## config.mk

```make
export PLATFORM = sky130hd
export DESIGN_NAME = net_req_top
export DESIGN_NICKNAME = d
export VERILOG_FILES = /design/src/hdl/net_req_pkg.sv /design/src/hdl/meta_reg.sv /design/src/hdl/dreq_arb_2_1.sv /design/src/hdl/dreq_mux_net_1_2.sv /design/src/hdl/net_req_top.sv
export SDC_FILE = /design/constraint.sdc
export NUM_CORES = 1
export LEC_CHECK = 0
export BUFFER_PORTS_ARGS = -buffer_cell sky130_fd_sc_hd__buf_2
export CORE_AREA = 2 2 238 240
export DETAILED_ROUTE_END_ITERATION = 8
export DIE_AREA = 0 0 240 242
export GPL_ROUTABILITY_DRIVEN = 0
export PLACE_DENSITY = 0.65
export REMOVE_ABC_BUFFERS = 1
export SLEW_MARGIN = 40
export SYNTH_ARGS = -nofsm -noshare
export SYNTH_HDL_FRONTEND = slang
export SYNTH_SLANG_ARGS = --single-unit
```

## constraint.sdc

```tcl
create_clock -name aclk -period 15.3 [get_ports aclk]
set_input_delay 2.295 -clock aclk [delete_from_list [all_inputs] [get_ports aclk]]
set_output_delay 2.295 -clock aclk [all_outputs]
set_load 0.1 [all_outputs]
```

## src/hdl/net_req_pkg.sv

```systemverilog
/*
 * Network request types.
 * Stream codes, field widths and the single and paired request descriptors
 * shared by the host-side arbiter, the steering block and the register slices.
 */

package net_req_pkg;

  // Field widths.
  localparam int STRM_BITS  = 2;  // Stream kind.
  localparam int VADDR_BITS = 48; // Virtual address.
  localparam int LEN_BITS   = 28; // Transfer length in bytes.
  localparam int VFID_BITS  = 4;  // vFPGA identifier.
  localparam int DEST_BITS  = 4;  // Destination or session index.

  // Stream kinds carried in every descriptor.
  typedef enum logic [STRM_BITS-1:0] {
    STRM_CARD = 2'd0, // Card memory.
    STRM_HOST = 2'd1, // Host memory.
    STRM_TCP  = 2'd2, // TCP stack.
    STRM_RDMA = 2'd3  // RDMA stack.
  } strm_t;

  // Single descriptor of 87 bits.
  typedef struct packed {
    strm_t                 strm;  // Target stream.
    logic [VFID_BITS-1:0]  vfid;  // Issuing vFPGA.
    logic [DEST_BITS-1:0]  dest;  // Destination or session.
    logic [VADDR_BITS-1:0] vaddr; // Start address.
    logic [LEN_BITS-1:0]   len;   // Length.
    logic                  last;  // Last request of a transfer.
  } req_t;

  // Paired request of 174 bits.
  // req_1 describes the local buffer, req_2 the network side.
  typedef struct packed {
    req_t req_1; // Local descriptor.
    req_t req_2; // Network descriptor carrying the steering stream.
  } dreq_t;

endpackage

```

## src/hdl/meta_reg.sv

```systemverilog
/*
 * Register slice for valid/ready metadata.
 * Two entries, a main and a spill register, give one transfer per cycle
 * with a registered input ready. Payload type is a parameter.
 */

`timescale 1ns/1ps

module meta_reg #(
  parameter type T = logic [7:0] // Payload type.
) (
  input  logic aclk,
  input  logic arst_n,
  // Upstream side.
  input  logic s_valid,
  output logic s_ready,
  input  T     s_data,
  // Downstream side.
  output logic m_valid,
  input  logic m_ready,
  output T     m_data
);

  logic spill_valid; // Spill entry occupied means the slice is full.
  T     spill_data;  // Spill payload.
  T     main_data;   // Output payload.
  logic load_main;   // Main register takes new data.
  logic load_spill;  // Input parks in the spill register.

  // Ready comes straight from a flop.
  assign s_ready = ~spill_valid;

  // Main is free when empty or draining this cycle.
  assign load_main  = (~m_valid | m_ready) & (spill_valid | s_valid);
  assign load_spill = m_valid & ~m_ready & s_valid & s_ready; // Stalled output parks input.

  // Control state.
  always_ff @(posedge aclk or negedge arst_n) begin
    if (!arst_n) begin
      m_valid     <= 1'b0;
      spill_valid <= 1'b0;
    end else begin
      if (~m_valid | m_ready) begin
        m_valid     <= spill_valid | s_valid; // Spill has precedence.
        spill_valid <= 1'b0;                  // Spill always drains first.
      end else if (load_spill) begin
        spill_valid <= 1'b1;
      end
    end
  end

  // Payload.
  always_ff @(posedge aclk) begin
    if (load_main) main_data <= spill_valid ? spill_data : s_data;
    if (load_spill) spill_data <= s_data;
  end

  assign m_data = main_data;

  // Output is held while stalled.
  assert property (@(posedge aclk) disable iff (!arst_n)
    m_valid && !m_ready |=> m_valid && $stable(m_data))
    else $error("meta_reg output changed while stalled");

  // A full slice always holds a main entry and takes no input.
  assert property (@(posedge aclk) disable iff (!arst_n)
    spill_valid |-> m_valid && !(s_valid && s_ready))
    else $error("meta_reg accepted input while full");

endmodule

```

## src/hdl/dreq_arb_2_1.sv

```systemverilog
/*
 * Two-to-one round-robin arbiter for paired host requests.
 * Grant is combinational and locked while the granted request waits.
 */

`timescale 1ns/1ps

module dreq_arb_2_1 (
  input  logic               aclk,
  input  logic               arst_n,
  // Host port 0.
  input  logic               s_req_0_valid,
  output logic               s_req_0_ready,
  input  net_req_pkg::dreq_t s_req_0_data,
  // Host port 1.
  input  logic               s_req_1_valid,
  output logic               s_req_1_ready,
  input  net_req_pkg::dreq_t s_req_1_data,
  // Merged stream.
  output logic               m_valid,
  input  logic               m_ready,
  output net_req_pkg::dreq_t m_data
);

  logic prio;    // Source holding priority.
  logic lock;    // A granted request is waiting.
  logic grant_q; // Grant held during lock.
  logic grant;   // Current grant, 0 or 1.
  logic xfer;    // Transfer on the merged stream.

  // Grant selection.
  always_comb begin
    if (lock) begin
      grant = grant_q; // Never switch an open offer.
    end else if (prio) begin
      grant = s_req_1_valid ? 1'b1 : 1'b0;
    end else begin
      grant = s_req_0_valid ? 1'b0 : 1'b1;
    end
  end

  // Merged output.
  assign m_valid = grant ? s_req_1_valid : s_req_0_valid;
  assign m_data  = grant ? s_req_1_data : s_req_0_data;
  assign xfer    = m_valid & m_ready;

  // Ready only to the granted source.
  assign s_req_0_ready = ~grant & m_ready;
  assign s_req_1_ready = grant & m_ready;

  // Priority and lock.
  always_ff @(posedge aclk or negedge arst_n) begin
    if (!arst_n) begin
      prio    <= 1'b0; // Source 0 first.
      lock    <= 1'b0;
      grant_q <= 1'b0;
    end else begin
      if (xfer) begin
        prio <= ~grant; // Served source loses priority.
        lock <= 1'b0;
      end else if (m_valid) begin
        lock    <= 1'b1; // Hold a stalled offer.
        grant_q <= grant;
      end
    end
  end

  // One source served at a time.
  assert property (@(posedge aclk) disable iff (!arst_n)
    !(s_req_0_ready && s_req_1_ready))
    else $error("dreq_arb_2_1 both readies high");

endmodule

```

## src/hdl/dreq_mux_net_1_2.sv

```systemverilog
/*
 * Network request steering.
 * RDMA requests go out whole on port 0, every other stream
 * goes out as its network descriptor on port 1.
 */

`timescale 1ns/1ps

module dreq_mux_net_1_2 (
  input  logic               aclk,
  input  logic               arst_n,
  // Host request stream.
  input  logic               s_req_valid,
  output logic               s_req_ready,
  input  net_req_pkg::dreq_t s_req_data,
  // RDMA write.
  output logic               m_req_0_valid,
  input  logic               m_req_0_ready,
  output net_req_pkg::dreq_t m_req_0_data,
  // TCP write.
  output logic               m_req_1_valid,
  input  logic               m_req_1_ready,
  output net_req_pkg::req_t  m_req_1_data
);

  import net_req_pkg::*;

  logic  req_int_0_valid;
  logic  req_int_0_ready;
  dreq_t req_int_0_data;
  logic  req_int_1_valid;
  logic  req_int_1_ready;
  req_t  req_int_1_data;
  logic  is_rdma;

  assign is_rdma = (s_req_data.req_2.strm == STRM_RDMA); // Steer on network stream.

  // Route valid forward, ready back from the chosen slice.
  assign req_int_0_valid = s_req_valid & is_rdma;
  assign req_int_1_valid = s_req_valid & ~is_rdma;
  assign s_req_ready     = is_rdma ? req_int_0_ready : req_int_1_ready;

  assign req_int_0_data = s_req_data;       // Full pair.
  assign req_int_1_data = s_req_data.req_2; // Network side only.

  // RDMA slice.
  meta_reg #(.T(dreq_t)) inst_reg_0 (
    .aclk(aclk), .arst_n(arst_n),
    .s_valid(req_int_0_valid), .s_ready(req_int_0_ready), .s_data(req_int_0_data),
    .m_valid(m_req_0_valid), .m_ready(m_req_0_ready), .m_data(m_req_0_data)
  );

  // TCP slice.
  meta_reg #(.T(req_t)) inst_reg_1 (
    .aclk(aclk), .arst_n(arst_n),
    .s_valid(req_int_1_valid), .s_ready(req_int_1_ready), .s_data(req_int_1_data),
    .m_valid(m_req_1_valid), .m_ready(m_req_1_ready), .m_data(m_req_1_data)
  );

  // A request is steered to one path only.
  assert property (@(posedge aclk) disable iff (!arst_n)
    !(req_int_0_valid && req_int_1_valid))
    else $error("dreq_mux_net_1_2 request on both paths");

endmodule

```

## src/hdl/net_req_top.sv

```systemverilog
/*
 * Request steering stage.
 * Merges two host request ports and steers each request
 * to the RDMA or the TCP write path.
 */

`timescale 1ns/1ps

module net_req_top (
  input  logic               aclk,
  input  logic               arst_n,
  // Host port 0.
  input  logic               s_req_0_valid,
  output logic               s_req_0_ready,
  input  net_req_pkg::dreq_t s_req_0_data,
  // Host port 1.
  input  logic               s_req_1_valid,
  output logic               s_req_1_ready,
  input  net_req_pkg::dreq_t s_req_1_data,
  // RDMA write.
  output logic               m_req_0_valid,
  input  logic               m_req_0_ready,
  output net_req_pkg::dreq_t m_req_0_data,
  // TCP write.
  output logic               m_req_1_valid,
  input  logic               m_req_1_ready,
  output net_req_pkg::req_t  m_req_1_data
);

  import net_req_pkg::*;

  // Combinational merged stream.
  logic  arb_valid;
  logic  arb_ready;
  dreq_t arb_data;

  // Round-robin merge of host ports.
  dreq_arb_2_1 inst_arb (
    .aclk          (aclk),
    .arst_n        (arst_n),
    .s_req_0_valid (s_req_0_valid),
    .s_req_0_ready (s_req_0_ready),
    .s_req_0_data  (s_req_0_data),
    .s_req_1_valid (s_req_1_valid),
    .s_req_1_ready (s_req_1_ready),
    .s_req_1_data  (s_req_1_data),
    .m_valid       (arb_valid),
    .m_ready       (arb_ready),
    .m_data        (arb_data)
  );

  // Stream steering with output slices.
  dreq_mux_net_1_2 inst_mux (
    .aclk          (aclk),
    .arst_n        (arst_n),
    .s_req_valid   (arb_valid),
    .s_req_ready   (arb_ready),
    .s_req_data    (arb_data),
    .m_req_0_valid (m_req_0_valid),
    .m_req_0_ready (m_req_0_ready),
    .m_req_0_data  (m_req_0_data),
    .m_req_1_valid (m_req_1_valid),
    .m_req_1_ready (m_req_1_ready),
    .m_req_1_data  (m_req_1_data)
  );

endmodule

```

* Yosys cells after proc, flatten, opt, wreduce, memory -nomap -nowiden
Index checks and enable logic that the tools add are counted.
Storage, ports and cells: word-level logic and storage cells 89, output and inout port bits 265, bits in registers 529, input port bits 354
Operators by class: bitwise gates (word level) 26, equality and inequality tests 1, reduce and logical (&&, ||, !) cells 4, multiplexer cells 15
Operators with widths (number):
- 2-to-1 mux 174 bit | 2
- 2-to-1 mux 87 bit | 1
- bitwise AND 1 bit | 13
- 2-to-1 mux 1 bit | 12
- NOT 1 bit | 9
- nonzero test 2 bit | 3
- bitwise OR 1 bit | 4
- equality test 2 bit, second input constant | 1
- AND reduction 2 bit | 1

* Longest topological paths before layout
Gate-level depths: netlist (run 1).
word-level depth 11, gate-level depth with buffers 8, gate-level depth less buffers 5

* By module
A second synthesis (run 1) with hierarchy kept.
Second synthesis, totals: cell total of the unflattened synthesis 1461, area total of the unflattened synthesis 25330.5 µm²
By module, submodules not included:
- meta_reg at inst_mux.inst_reg_0 | times used 1, area each 13077.5 µm², seq. area each 10500.1 µm², cells an instance 551
- meta_reg at inst_mux.inst_reg_1 | times used 1, area each 6807.8 µm², seq. area each 5275.1 µm², cells an instance 280
- dreq_arb_2_1 | times used 1, area each 5411.4 µm², seq. area each 75.1 µm², cells an instance 626
- dreq_mux_net_1_2 | times used 1, area each 33.8 µm², seq. area each 0.0 µm², cells an instance 4

* Least setup slack after synthesis (run 1)
No wires, ideal clock.
kind input to register, start point input port s_req_0_valid, end point register inst_mux.inst_reg_0.spill_data[0] (netlist bit) (enable), cell stages on the path 8, buffers on the path 3, data required time 14378 ps, data arrival time 15177 ps, slack -799 ps, cell sequence nor2b_1 -> o31a_1 -> buf_2 -> buf_6 -> buf_6 -> o21ai_0 -> nand2_1 -> nor3_1
On the way: longest elaborated chain between the ends 8
Ends and longest elaborated chain:
- from (decl) | RTL line net_req_top.sv:13 | input logic s_req_0_valid,
- 2-to-1 mux 1 bit | RTL line dreq_arb_2_1.sv:38 | grant = s_req_0_valid ? 1'b0 : 1'b1;
- 2-to-1 mux 1 bit | RTL line dreq_arb_2_1.sv:35 | end else if (prio) begin
- 2-to-1 mux 1 bit | RTL line dreq_arb_2_1.sv:33 | if (lock) begin
- 2-to-1 mux 174 bit | RTL line dreq_arb_2_1.sv:44 | assign m_data = grant ? s_req_1_data : s_req_0_data;
- equality test 2 bit | RTL line dreq_mux_net_1_2.sv:36 | assign is_rdma = (s_req_data.req_2.strm == STRM_RDMA);
- bitwise AND 1 bit (*) | RTL line dreq_mux_net_1_2.sv:39 | assign req_int_0_valid = s_req_valid & is_rdma;
- bitwise AND 1 bit (*) (2 in a row) | RTL line meta_reg.sv:35 | assign load_spill = m_valid & ~m_ready & s_valid & s_ready;
- via inst_mux.inst_reg_0.load_spill | RTL line meta_reg.sv:28 | logic load_spill;
- to (signal assigned) | RTL line meta_reg.sv:55 | if (load_spill) spill_data <= s_data;
- to (decl) | RTL line meta_reg.sv:25 | T spill_data;
The timed path passes the listed nets; every way through them passes the cells marked *. A chain may end at the register's enable or synchronous reset.

* Worst setup path in the final report (run 1)
start point input port s_req_0_valid, end point output port s_req_0_ready
On the way: longest elaborated chain between the ends 7
Ends and longest elaborated chain:
- 2-to-1 mux 1 bit (*) | RTL line dreq_arb_2_1.sv:38
- 2-to-1 mux 1 bit (*) | RTL line dreq_arb_2_1.sv:35
- 2-to-1 mux 1 bit (*) | RTL line dreq_arb_2_1.sv:33
- 2-to-1 mux 174 bit | RTL line dreq_arb_2_1.sv:44
- equality test 2 bit | RTL line dreq_mux_net_1_2.sv:36
- 2-to-1 mux 1 bit | RTL line dreq_mux_net_1_2.sv:41 | assign s_req_ready = is_rdma ? req_int_0_ready : req_int_1_ready;
- bitwise AND 1 bit (*) | RTL line dreq_arb_2_1.sv:48 | assign s_req_0_ready = ~grant & m_ready;
- to (decl) | RTL line net_req_top.sv:14 | output logic s_req_0_ready,
Every way passes the cells marked *; elsewhere a longest branch is shown, timed or not.

==> reports/metrics.yaml, run 1 <==
global_routing:
  total_congestion_overflow_after_global_routing: 0
  globalRouteTotalUtil_pct: 17.34
  grt_pass1_vias: 12360
  use_met1_pct: 20.70
  met3_usage_pct: 6.427
  global_route_wire_length_before_repair_mm: 75.78
  grt_start_max_net_pins: 118
  grt_antenna_before_repair: 12
  globalRouteMet2Util_pct: 29.06
  grt_busiest_layer: "met2"
floorplanning:
  placeableCoreArea_sq_um: 55730
  boundaryPins: 619
  initial_core_util_pct: 38.84
  design.die.area_sq_um: 58080
  chipHeight_microns: 242
  num_rows: 87
  chipWidth_microns: 240
logic_synthesis:
  yosysWarnings: 0
  yosys.area_share.xor_xnor_pct: 0
  post_synth_and_or_nand_nor_area_fraction_pct: 0.4855
  largest_family_of_logic_cells_by_synthesized_area: "multiplexers"
  synth-seq-area-share_pct: 73.21
  post_synth.cell_area_avg_sq_um: 20.42
  synth.area.mux_share_pct: 24.26
  yosys.area_share.adder_pct: 0
  post_synth_instance_area_sq_um: 21650
  synth.ff_latch_count: 529
  yosysUniqueCellTypes: 30
  synth.largest_area_cell: "sky130_fd_sc_hd__edfxtp_1"
  netlist.area_leader.share_pct: 72.40
  synth-compound-area-share_pct: 0.6935
  synth_instances: 1060
  post_synth_main_area_contributors: "sky130_fd_sc_hd__edfxtp_1 (72%), sky130_fd_sc_hd__mux2_2 (18%), sky130_fd_sc_hd__mux2_4 (6.5%)"
route:
  drc_marker_count_from_the_first_detailed_route_iteration: 564
  avgRoutedWirePerCell_microns: 21.17
  final_wirelength_mm: 53.05
  vias: 12080
  detail-route-antenna-nets: 0
  vias_per_cell: 4.820
  drt-pass1-iter-count: 4
  drc: 0
placed_design:
  buffer_ports.inserted: 618
  detailed_place.area_sq_um: 25600
  detailedPlacementHpwl_mm: 35.63
timing:
  worstMarginPinSlew_ns: 0.8138
  maxClockFrequency_ghz: 0.1574
  hold_slack_ns: 0.5388
  finalCriticalPeriod_ns: 6.354
  unrepaired_setup_endpoints_after_global_routing: "false"
  setup_viol: 0
  final_max_slew_viol_count: 0
  post-route-period-util_pct: 41.53
  fin_tns_setup_ns: 0
  timing_hold_violations_final: 0
  max_slew_margin_pct: 45.74
  skew_ns: 0.01662
cts:
  clock-sinks: 529
  cts_setup_buffers: 0
  clock_tree.buffer_depth: 3
  clock_tree.htree_level_count: 2
  postCtsResizedCells: 0
  clk_latency_ns: 0.58
  cts.reportedPaths.clkPinSlew_ns: 0.06
  cts_buffers: 56
  cts_tree: "done"
  cts.root.buffer_cell: "sky130_fd_sc_hd__clkbuf_16"
  cts_hold_repair.buffers: 0
job:
  max_cap_viol_count: 0
critical_path:
  critPathKind: "input port to output pin"
  critical_path_rt_ns: 13.01
  worstSetupEndpointType: "output pin"
  cp-start-kind: "input port"
  critPathMaxFanout: 5
  timing.critical_path.arrival_ns: 4.06
cells_and_area:
  finish.utilization_pct: 49.25
  final_design_area_no_fill_sq_um: 27450
  post_route_cells_drive_above_1_share_pct: 66.11
  layout-area-overhead-vs-synth_pct: 26.79
  commonest_cells_after_routing_fill_and_taps_aside: "sky130_fd_sc_hd__buf_2 (618), sky130_fd_sc_hd__edfxtp_1 (522), sky130_fd_sc_hd__mux2_2 (341)"
  leading_cell_type_in_the_layout_fill_and_taps_excluded: "sky130_fd_sc_hd__buf_2"
  num-nets-final: 2056
outcome:
  outcome: "complete, no violations"
min_path:
  hold_path.class: "register to register"
==> worst max-delay path, cell delays in order <==
cell	delay, ns
sky130_fd_sc_hd__buf_2	0.12
sky130_fd_sc_hd__nor2b_1	0.17
sky130_fd_sc_hd__o311ai_0	0.65
sky130_fd_sc_hd__o211ai_2	0.27
sky130_fd_sc_hd__and3_1	0.25
sky130_fd_sc_hd__buf_2	0.29
==> state kept, by name, indices dropped and copies added (netlist names) <==
register	count
inst_mux.inst_reg_1.m_data	87
inst_mux.inst_reg_1.spill_data	87
inst_arb.grant_q	1
inst_mux.inst_reg_0.m_valid	1
inst_mux.inst_reg_0.spill_valid	1
inst_mux.inst_reg_0.m_data	174
inst_mux.inst_reg_0.spill_data	174
inst_mux.inst_reg_1.m_valid	1
inst_mux.inst_reg_1.spill_valid	1
inst_arb.lock	1
inst_arb.prio	1
==> per-layer routing <==
| metal | wire (microns) | share of wire, % |
|---|---|---|
| met1 | 20800 | 39 |
| met2 | 26130 | 49 |
| met3 | 4841 | 9.1 |
| met4 | 1260 | 2.4 |
| met5 | 27 | 0.051 |
==> cell families (layout without fill, tap and decap cells) <==
logic type             after synthesis  after routing
AOI/OAI and AO/OA                   21             21
buffers and inverters               53            737
and+or+nand+nor                     22             22
DFF                                529            529
muxes                              435            435
other                                0              6
==> worst paths after layout <==
kind	startpoint	end	slack, ns	depth (start not counted)
setup / recovery	s_req_0_valid	s_req_0_ready	8.95	6
hold / removal	inst_mux.inst_reg_1.spill_data[62]$_DFFE_PP_	inst_mux.inst_reg_1.m_data[62]$_DFFE_PP_	0.54	1
setup reg to reg	inst_arb.prio$_DFFE_PN0P_	inst_mux.inst_reg_1.m_data[74]$_DFFE_PP_	11.76	7
hold reg to reg	inst_mux.inst_reg_1.spill_data[62]$_DFFE_PP_	inst_mux.inst_reg_1.m_data[62]$_DFFE_PP_	0.54	1
max in group asynchronous	arst_n	inst_mux.inst_reg_1.spill_valid$_DFFE_PN0P_	13.56	1
min in group asynchronous	arst_n	inst_arb.prio$_DFFE_PN0P_	1.55	1
==> per-stage QoR <==
stage	worst slack (ns)	cells
after global placement	9.025	2400
after detailed placement	8.856	2400
after CTS	8.836	2500
after floorplan	-3.452	1010
final	8.946	2506
after global routing	8.847	2504
==> area by class of cell <==
class / count / area, sq um
flip-flops and latches: 529 / 15860
diodes: 6 / 15.01
well taps: 756 / 945.9
fillers: 4735 / 28280
clock buffers: 71 / 1479
repair buffers: 634 / 3256
clock inverters: 29 / 344.1
inverters: 3 / 11.26
multi-input cells: 478 / 5540
==> synth_stat cells <==
cell type and n:
sky130_fd_sc_hd__a21oi_1 7, sky130_fd_sc_hd__mux2_2 341, sky130_fd_sc_hd__a211oi_1 1, sky130_fd_sc_hd__a22o_1 1, sky130_fd_sc_hd__nor2_1 3, sky130_fd_sc_hd__and3_1 2
sky130_fd_sc_hd__inv_1 3, sky130_fd_sc_hd__o211ai_1 1, sky130_fd_sc_hd__buf_2 9, sky130_fd_sc_hd__and2_1 1, sky130_fd_sc_hd__nand3b_1 1, sky130_fd_sc_hd__buf_6 11
sky130_fd_sc_hd__dfrtp_1 7, sky130_fd_sc_hd__mux2_4 94, sky130_fd_sc_hd__nor3_1 3, sky130_fd_sc_hd__o311ai_0 2, sky130_fd_sc_hd__or2_2 1, sky130_fd_sc_hd__o31a_1 1
sky130_fd_sc_hd__o21ai_0 1, sky130_fd_sc_hd__edfxtp_1 522, sky130_fd_sc_hd__clkbuf_1 29, sky130_fd_sc_hd__a31oi_1 1, sky130_fd_sc_hd__o21bai_1 1, sky130_fd_sc_hd__a21bo_2 1
sky130_fd_sc_hd__nor2b_1 2, sky130_fd_sc_hd__o21a_1 2, sky130_fd_sc_hd__nand2_1 9, sky130_fd_sc_hd__a32oi_1 1, sky130_fd_sc_hd__buf_1 1, sky130_fd_sc_hd__o211ai_2 1
Power of run 1 is not shown: default switching activity piles up to over one toggle a cycle in this logic, so the estimate is an artifact.
==> run 2: changes to the inputs <==
==> constraint.sdc (replaced) <==
create_clock -name aclk -period 5.7 [get_ports aclk]
set_input_delay 0.855 -clock aclk [delete_from_list [all_inputs] [get_ports aclk]]
set_output_delay 0.855 -clock aclk [all_outputs]
set_load 0.1 [all_outputs]
==> reports/metrics.yaml, run 2 (same netlist as run 1, synthesis figures left out) <==
critical_path:
  critical_path.n_buffers_inverters: 2
  ff2ff_setup_slack_ns: 2.72
  cp-start-kind: "register"
  critical_path_rt_ns: 4.85
  path_delay_family: "compound AO/OA/AOI/OAI gates"
  critPathKind: "register to output pin"
  worst-r2r-cell-count: 7
  critPathMaxFanout: 89
  reg2reg_capture_point: "inst_mux.inst_reg_1.spill_data[7]$_DFFE_PP_"
  timing.critical_path.arrival_ns: 2.70
  r2r_start: "inst_arb.prio$_DFFE_PN0P_"
  worst_path_max_delay_cell: "sky130_fd_sc_hd__buf_2"
  critical_path.max_stage_delay_ns: 0.51
  worstSetupEndpointType: "output pin"
  cp_cell_sequence: "nor2b_1 -> o31a_2 -> buf_12 -> a211oi_1 -> buf_2"
timing:
  worstMarginPinSlew_ns: 0.8095
  hold_slack_ns: 0.1031
  final_max_slew_viol_count: 0
  setup_viol: 0
  maxClockFrequency_ghz: 0.2811
  post-route-period-util_pct: 62.42
  max_slew_margin_pct: 46.03
  skew_ns: 0.01097
  timing_hold_violations_final: 0
  finalCriticalPeriod_ns: 3.558
  unrepaired_setup_endpoints_after_global_routing: "false"
cells_and_area:
  commonest_cells_after_routing_fill_and_taps_aside: "sky130_fd_sc_hd__buf_2 (618), sky130_fd_sc_hd__edfxtp_1 (522), sky130_fd_sc_hd__mux2_2 (341)"
  leading_cell_type_in_the_layout_fill_and_taps_excluded: "sky130_fd_sc_hd__buf_2"
  post_route_cells_drive_above_1_share_pct: 66.00
  finish.utilization_pct: 49.11
  layout-area-overhead-vs-synth_pct: 26.43
  num-nets-final: 2055
  fillers: 4730
  final_design_area_no_fill_sq_um: 27370
min_path:
  hold_path.class: "input port to asynchronous set/reset pin"
cts:
  clock_tree.htree_level_count: 2
  cts_hold_repair.buffers: 0
  cts_tree: "done"
  cts_buffers: 54
  cts_setup_buffers: 0
  cts.root.buffer_cell: "sky130_fd_sc_hd__clkbuf_16"
  clk_latency_ns: 0.58
  postCtsResizedCells: 0
  cts.reportedPaths.clkPinSlew_ns: 0.06
  clock_tree.buffer_depth: 3
  clock-sinks: 529
global_routing:
  grt_start_max_net_pins: 93
  global_route_wire_length_before_repair_mm: 74.00
  total_congestion_overflow_after_global_routing: 0
  grt_antenna_before_repair: 9
  grt_pass1_vias: 12090
  globalRouteTotalUtil_pct: 16.84
route:
  drc: 0
  avgRoutedWirePerCell_microns: 20.54
  drt-pass1-iter-count: 5
  vias: 12030
  drc_marker_count_from_the_first_detailed_route_iteration: 531
  vias_per_cell: 4.809
  final_wirelength_mm: 51.38
  detail-route-antenna-nets: 0
floorplanning:
  initial_core_util_pct: 38.84
  chipWidth_microns: 240
  boundaryPins: 619
  num_rows: 87
  design.die.area_sq_um: 58080
  placeableCoreArea_sq_um: 55730
  chipHeight_microns: 242
job:
  max_cap_viol_count: 0
placed_design:
  buffer_ports.inserted: 618
  detailed_place.area_sq_um: 25690
  detailedPlacementHpwl_mm: 35.64
outcome:
  outcome: "complete, no violations"
## run 2: cell count changes in the layout (fill, tap and decap cells not counted), sizes merged
cell and change:
clkbuf +6, diode -2, inv +1, bufinv -7, buf +1, clkinv -1
clkinvlp -3
## run 2: area by class of cell
cell class	instances	area (sq um)	share of cell area (%)
tap	756	945.9	3.456
multi-input combinational	478	5540	20.24
antenna	4	10.01	0.03657
timing repair buffer	635	3337	12.19
clock buffer	77	1551	5.668
sequential	529	15860	57.94
clock inverter	19	117.6	0.4297
inverter	3	11.26	0.04114
## run 2: layer usage
metal  track usage [%]  vias up  part of all wire, %
li1                  -     5515                    -
met1             20.89     5986                   40
met2             28.29      449                   49
met3             5.572       71                  8.9
met4             4.220        6                  1.7
met5                 0        -                0.076
## run 2: worst max-delay path by stage
stage                              startpoint                                     endpoint  slack, ns  cells after the start
finish              inst_arb.prio$_DFFE_PN0P_                                s_req_1_ready       2.14                      5
floorplan                       s_req_0_valid  inst_mux.inst_reg_0.spill_data[0]$_DFFE_PP_     -11.61                      5
global route        inst_arb.prio$_DFFE_PN0P_                                s_req_1_ready       2.00                      5
CTS                 inst_arb.prio$_DFFE_PN0P_                                s_req_1_ready       2.06                      5
global placement                s_req_0_valid                                s_req_1_ready       2.21                      6
detailed placement              s_req_1_valid  inst_mux.inst_reg_1.spill_data[7]$_DFFE_PP_       2.13                      8
## run 2: worst register-to-register path, cell delays in order, from the launching register on
cell and delay [ns]:
sky130_fd_sc_hd__dfrtp_1 0.39, sky130_fd_sc_hd__nor2b_1 0.30, sky130_fd_sc_hd__o31a_2 0.29, sky130_fd_sc_hd__buf_12 0.36, sky130_fd_sc_hd__o21a_1 0.25, sky130_fd_sc_hd__nand2_1 0.07, sky130_fd_sc_hd__nor3_2 0.23, sky130_fd_sc_hd__buf_4 0.67
## run 2: metrics by stage
step / TNS, ns / instances / setup WS, ns
floorplan: -5902.06 / 1010 / -11.61
finish: 0 / 2501 / 2.142
detailed placement: 0 / 2401 / 2.130
global route: 0 / 2499 / 2.000
CTS: 0 / 2497 / 2.057
global placement: 0 / 2399 / 2.208
Power of run 2 is left out for the same reason.
==> run 3: changes to the inputs <==
--- a/config.mk
+++ b/config.mk
@@ -6,11 +6,10 @@
 export NUM_CORES = 1
 export LEC_CHECK = 0
 export BUFFER_PORTS_ARGS = -buffer_cell sky130_fd_sc_hd__buf_2
-export CORE_AREA = 2 2 238 240
+export CORE_AREA = 2 2 240 242
 export DETAILED_ROUTE_END_ITERATION = 8
-export DIE_AREA = 0 0 240 242
+export DIE_AREA = 0 0 242 244
 export GPL_ROUTABILITY_DRIVEN = 0
-export PLACE_DENSITY = 0.65
 export REMOVE_ABC_BUFFERS = 1
 export SLEW_MARGIN = 40
 export SYNTH_ARGS = -nofsm -noshare
==> constraint.sdc (replaced) <==
create_clock -name aclk -period 3.49 [get_ports aclk]
set_input_delay 0.5235 -clock aclk [delete_from_list [all_inputs] [get_ports aclk]]
set_output_delay 0.5235 -clock aclk [all_outputs]
set_load 0.1 [all_outputs]
==> reports/metrics.yaml, run 3 (same netlist as run 1, synthesis figures left out) <==
outcome:
  outcome: "complete, no violations"
min_path:
  worst_hold_startpoint: "s_req_1_valid"
  hold-path-cell-count: 2
  hold_path.class: "input port to register"
  min_to: "inst_arb.prio$_DFFE_PN0P_"
timing:
  skew_ns: 0.02686
  unrepaired_setup_endpoints_after_global_routing: "false"
  finalCriticalPeriod_ns: 3.122
  timing_hold_violations_final: 0
  setup_slack_ns: 0.3683
  post-route-period-util_pct: 89.45
  final_max_slew_viol_count: 0
  max_slew_margin_pct: 49.05
  maxClockFrequency_ghz: 0.3203
  worstMarginPinSlew_ns: 0.7642
  setup_viol: 0
route:
  avgRoutedWirePerCell_microns: 21.52
  drc: 0
  vias_per_cell: 4.799
  drt-pass1-iter-count: 5
  drc_marker_count_from_the_first_detailed_route_iteration: 571
  vias: 12060
  final_wirelength_mm: 54.08
  detail-route-antenna-nets: 0
critical_path:
  ff2ff_setup_slack_ns: 0.85
  worst_path_max_delay_cell: "sky130_fd_sc_hd__o311ai_0"
  critPathKind: "register to output pin"
  cp-start-kind: "register"
  critPathMaxFanout: 4
  cp_cell_sequence: "nor2b_1 -> nor3_1 -> o311ai_0 -> and3_1 -> buf_2"
  critical_path.max_stage_delay_ns: 0.61
  timing.critical_path.arrival_ns: 2.60
  critical_path_rt_ns: 2.97
  worstSetupEndpointType: "output pin"
  worst-r2r-cell-count: 7
  r2r_start: "inst_arb.prio$_DFFE_PN0P_"
  reg2reg_capture_point: "inst_mux.inst_reg_0.m_data[120]$_DFFE_PP_"
cts:
  clk_latency_ns: 0.60
  postCtsResizedCells: 0
  cts.root.buffer_cell: "sky130_fd_sc_hd__clkbuf_16"
  clock_tree.htree_level_count: 2
  clock_tree.buffer_depth: 3
  cts.reportedPaths.clkPinSlew_ns: 0.05
  clock-sinks: 529
  cts_tree: "done"
  cts_buffers: 55
job:
  max_cap_viol_count: 0
cells_and_area:
  post_route_cells_drive_above_1_share_pct: 66.42
  final_design_area_no_fill_sq_um: 27600
  layout-area-overhead-vs-synth_pct: 27.47
  fin_cells: 2513
  multiInputGateArea_sq_um: 5540
  leading_cell_type_in_the_layout_fill_and_taps_excluded: "sky130_fd_sc_hd__buf_2"
  num-nets-final: 2063
  area.sequential_sq_um: 15860
  fillers: 4877
  commonest_cells_after_routing_fill_and_taps_aside: "sky130_fd_sc_hd__buf_2 (618), sky130_fd_sc_hd__edfxtp_1 (522), sky130_fd_sc_hd__mux2_2 (341)"
global_routing:
  grt_antenna_before_repair: 3
  grt_start_max_net_pins: 105
  global_route_wire_length_before_repair_mm: 78.74
  total_congestion_overflow_after_global_routing: 0
  globalRouteTotalUtil_pct: 17.55
  grt_pass1_vias: 12440
placed_design:
  dp_slack_ns: 0.6564
  detailed_place.area_sq_um: 25800
  detailedPlacementHpwl_mm: 37.43
  place_inst: 2407
  buffer_ports.inserted: 618
floorplanning:
  placeableCoreArea_sq_um: 56170
  boundaryPins: 619
  chipHeight_microns: 244
  chipWidth_microns: 242
  initial_core_util_pct: 38.54
  design.die.area_sq_um: 59050
  num_rows: 87
run 3: cell count changes in the layout (fill, tap and decap cells not counted), moves of 2 or more:
cell	before	now
sky130_fd_sc_hd__buf_12	9	14
sky130_fd_sc_hd__clkinvlp_4	1	3
sky130_fd_sc_hd__buf_4	7	9
sky130_fd_sc_hd__inv_6	1	3
sky130_fd_sc_hd__clkbuf_1	15	11
sky130_fd_sc_hd__clkbuf_8	5	0
sky130_fd_sc_hd__bufinv_16	1	6
sky130_fd_sc_hd__clkinv_2	3	10
run 3: area by class of cell:
cell class | count | area share (%)
timing repair buffer | 642 | 12.50
tap | 756 | 3.428
clock buffer | 67 | 5.228
inverter | 3 | 0.04081
antenna | 3 | 0.02720
clock inverter | 35 | 1.233
multi-input combinational | 478 | 20.08
sequential | 529 | 57.46
run 3: per-stage QoR:
stage / utilization (%) / TNS (ns) / hold slack, ns
after floorplan: - / -7883.03 / 0.2279
after global placement: 45.93 / 0 / 0.3754
after detailed placement: 45.93 / 0 / 0.3808
after CTS: 49.12 / 0 / 0.1207
after global routing: 49.12 / 0 / 0.1510
final: 49.13 / 0 / 0.1770
run 3: worst max-delay path: cells and delay by family, from the launching register on:
kind | cells | cell delay, ns
simple gates | 3 | 0.59
buf+inv | 1 | 0.42
flops | 1 | 0.39
compound gates | 1 | 0.61
run 3: worst max-delay path by stage:
stage	depth (start not counted)	from	to	slack, ns
floorplan	1	inst_mux.inst_reg_0.spill_valid$_DFFE_PN0P_	inst_mux.inst_reg_0.spill_data[0]$_DFFE_PP_	-13.51
global placement	8	s_req_0_valid	inst_mux.inst_reg_0.m_data[132]$_DFFE_PP_	0.69
detailed placement	8	s_req_0_valid	inst_mux.inst_reg_0.m_data[92]$_DFFE_PP_	0.66
CTS	5	inst_arb.prio$_DFFE_PN0P_	s_req_0_ready	0.34
global route	5	inst_arb.prio$_DFFE_PN0P_	s_req_0_ready	0.19
finish	5	inst_arb.prio$_DFFE_PN0P_	s_req_0_ready	0.37
run 3: timing repair:
item                                   4_1_cts  5_1_grt
setup buffers                                0        0
endpoints found under the hold margin        7        0
hold buffers                                 1        0
run 3: routing by layer:
layer	up-vias	GRT usage [%]	share of wire [%]
li1	5512	-	-
met1	6087	21.26	39
met2	403	30.03	50
met3	58	6.288	8.8
met4	0	4.049	1.7
met5	-	0	0
Power of run 3 is left out for the same reason.
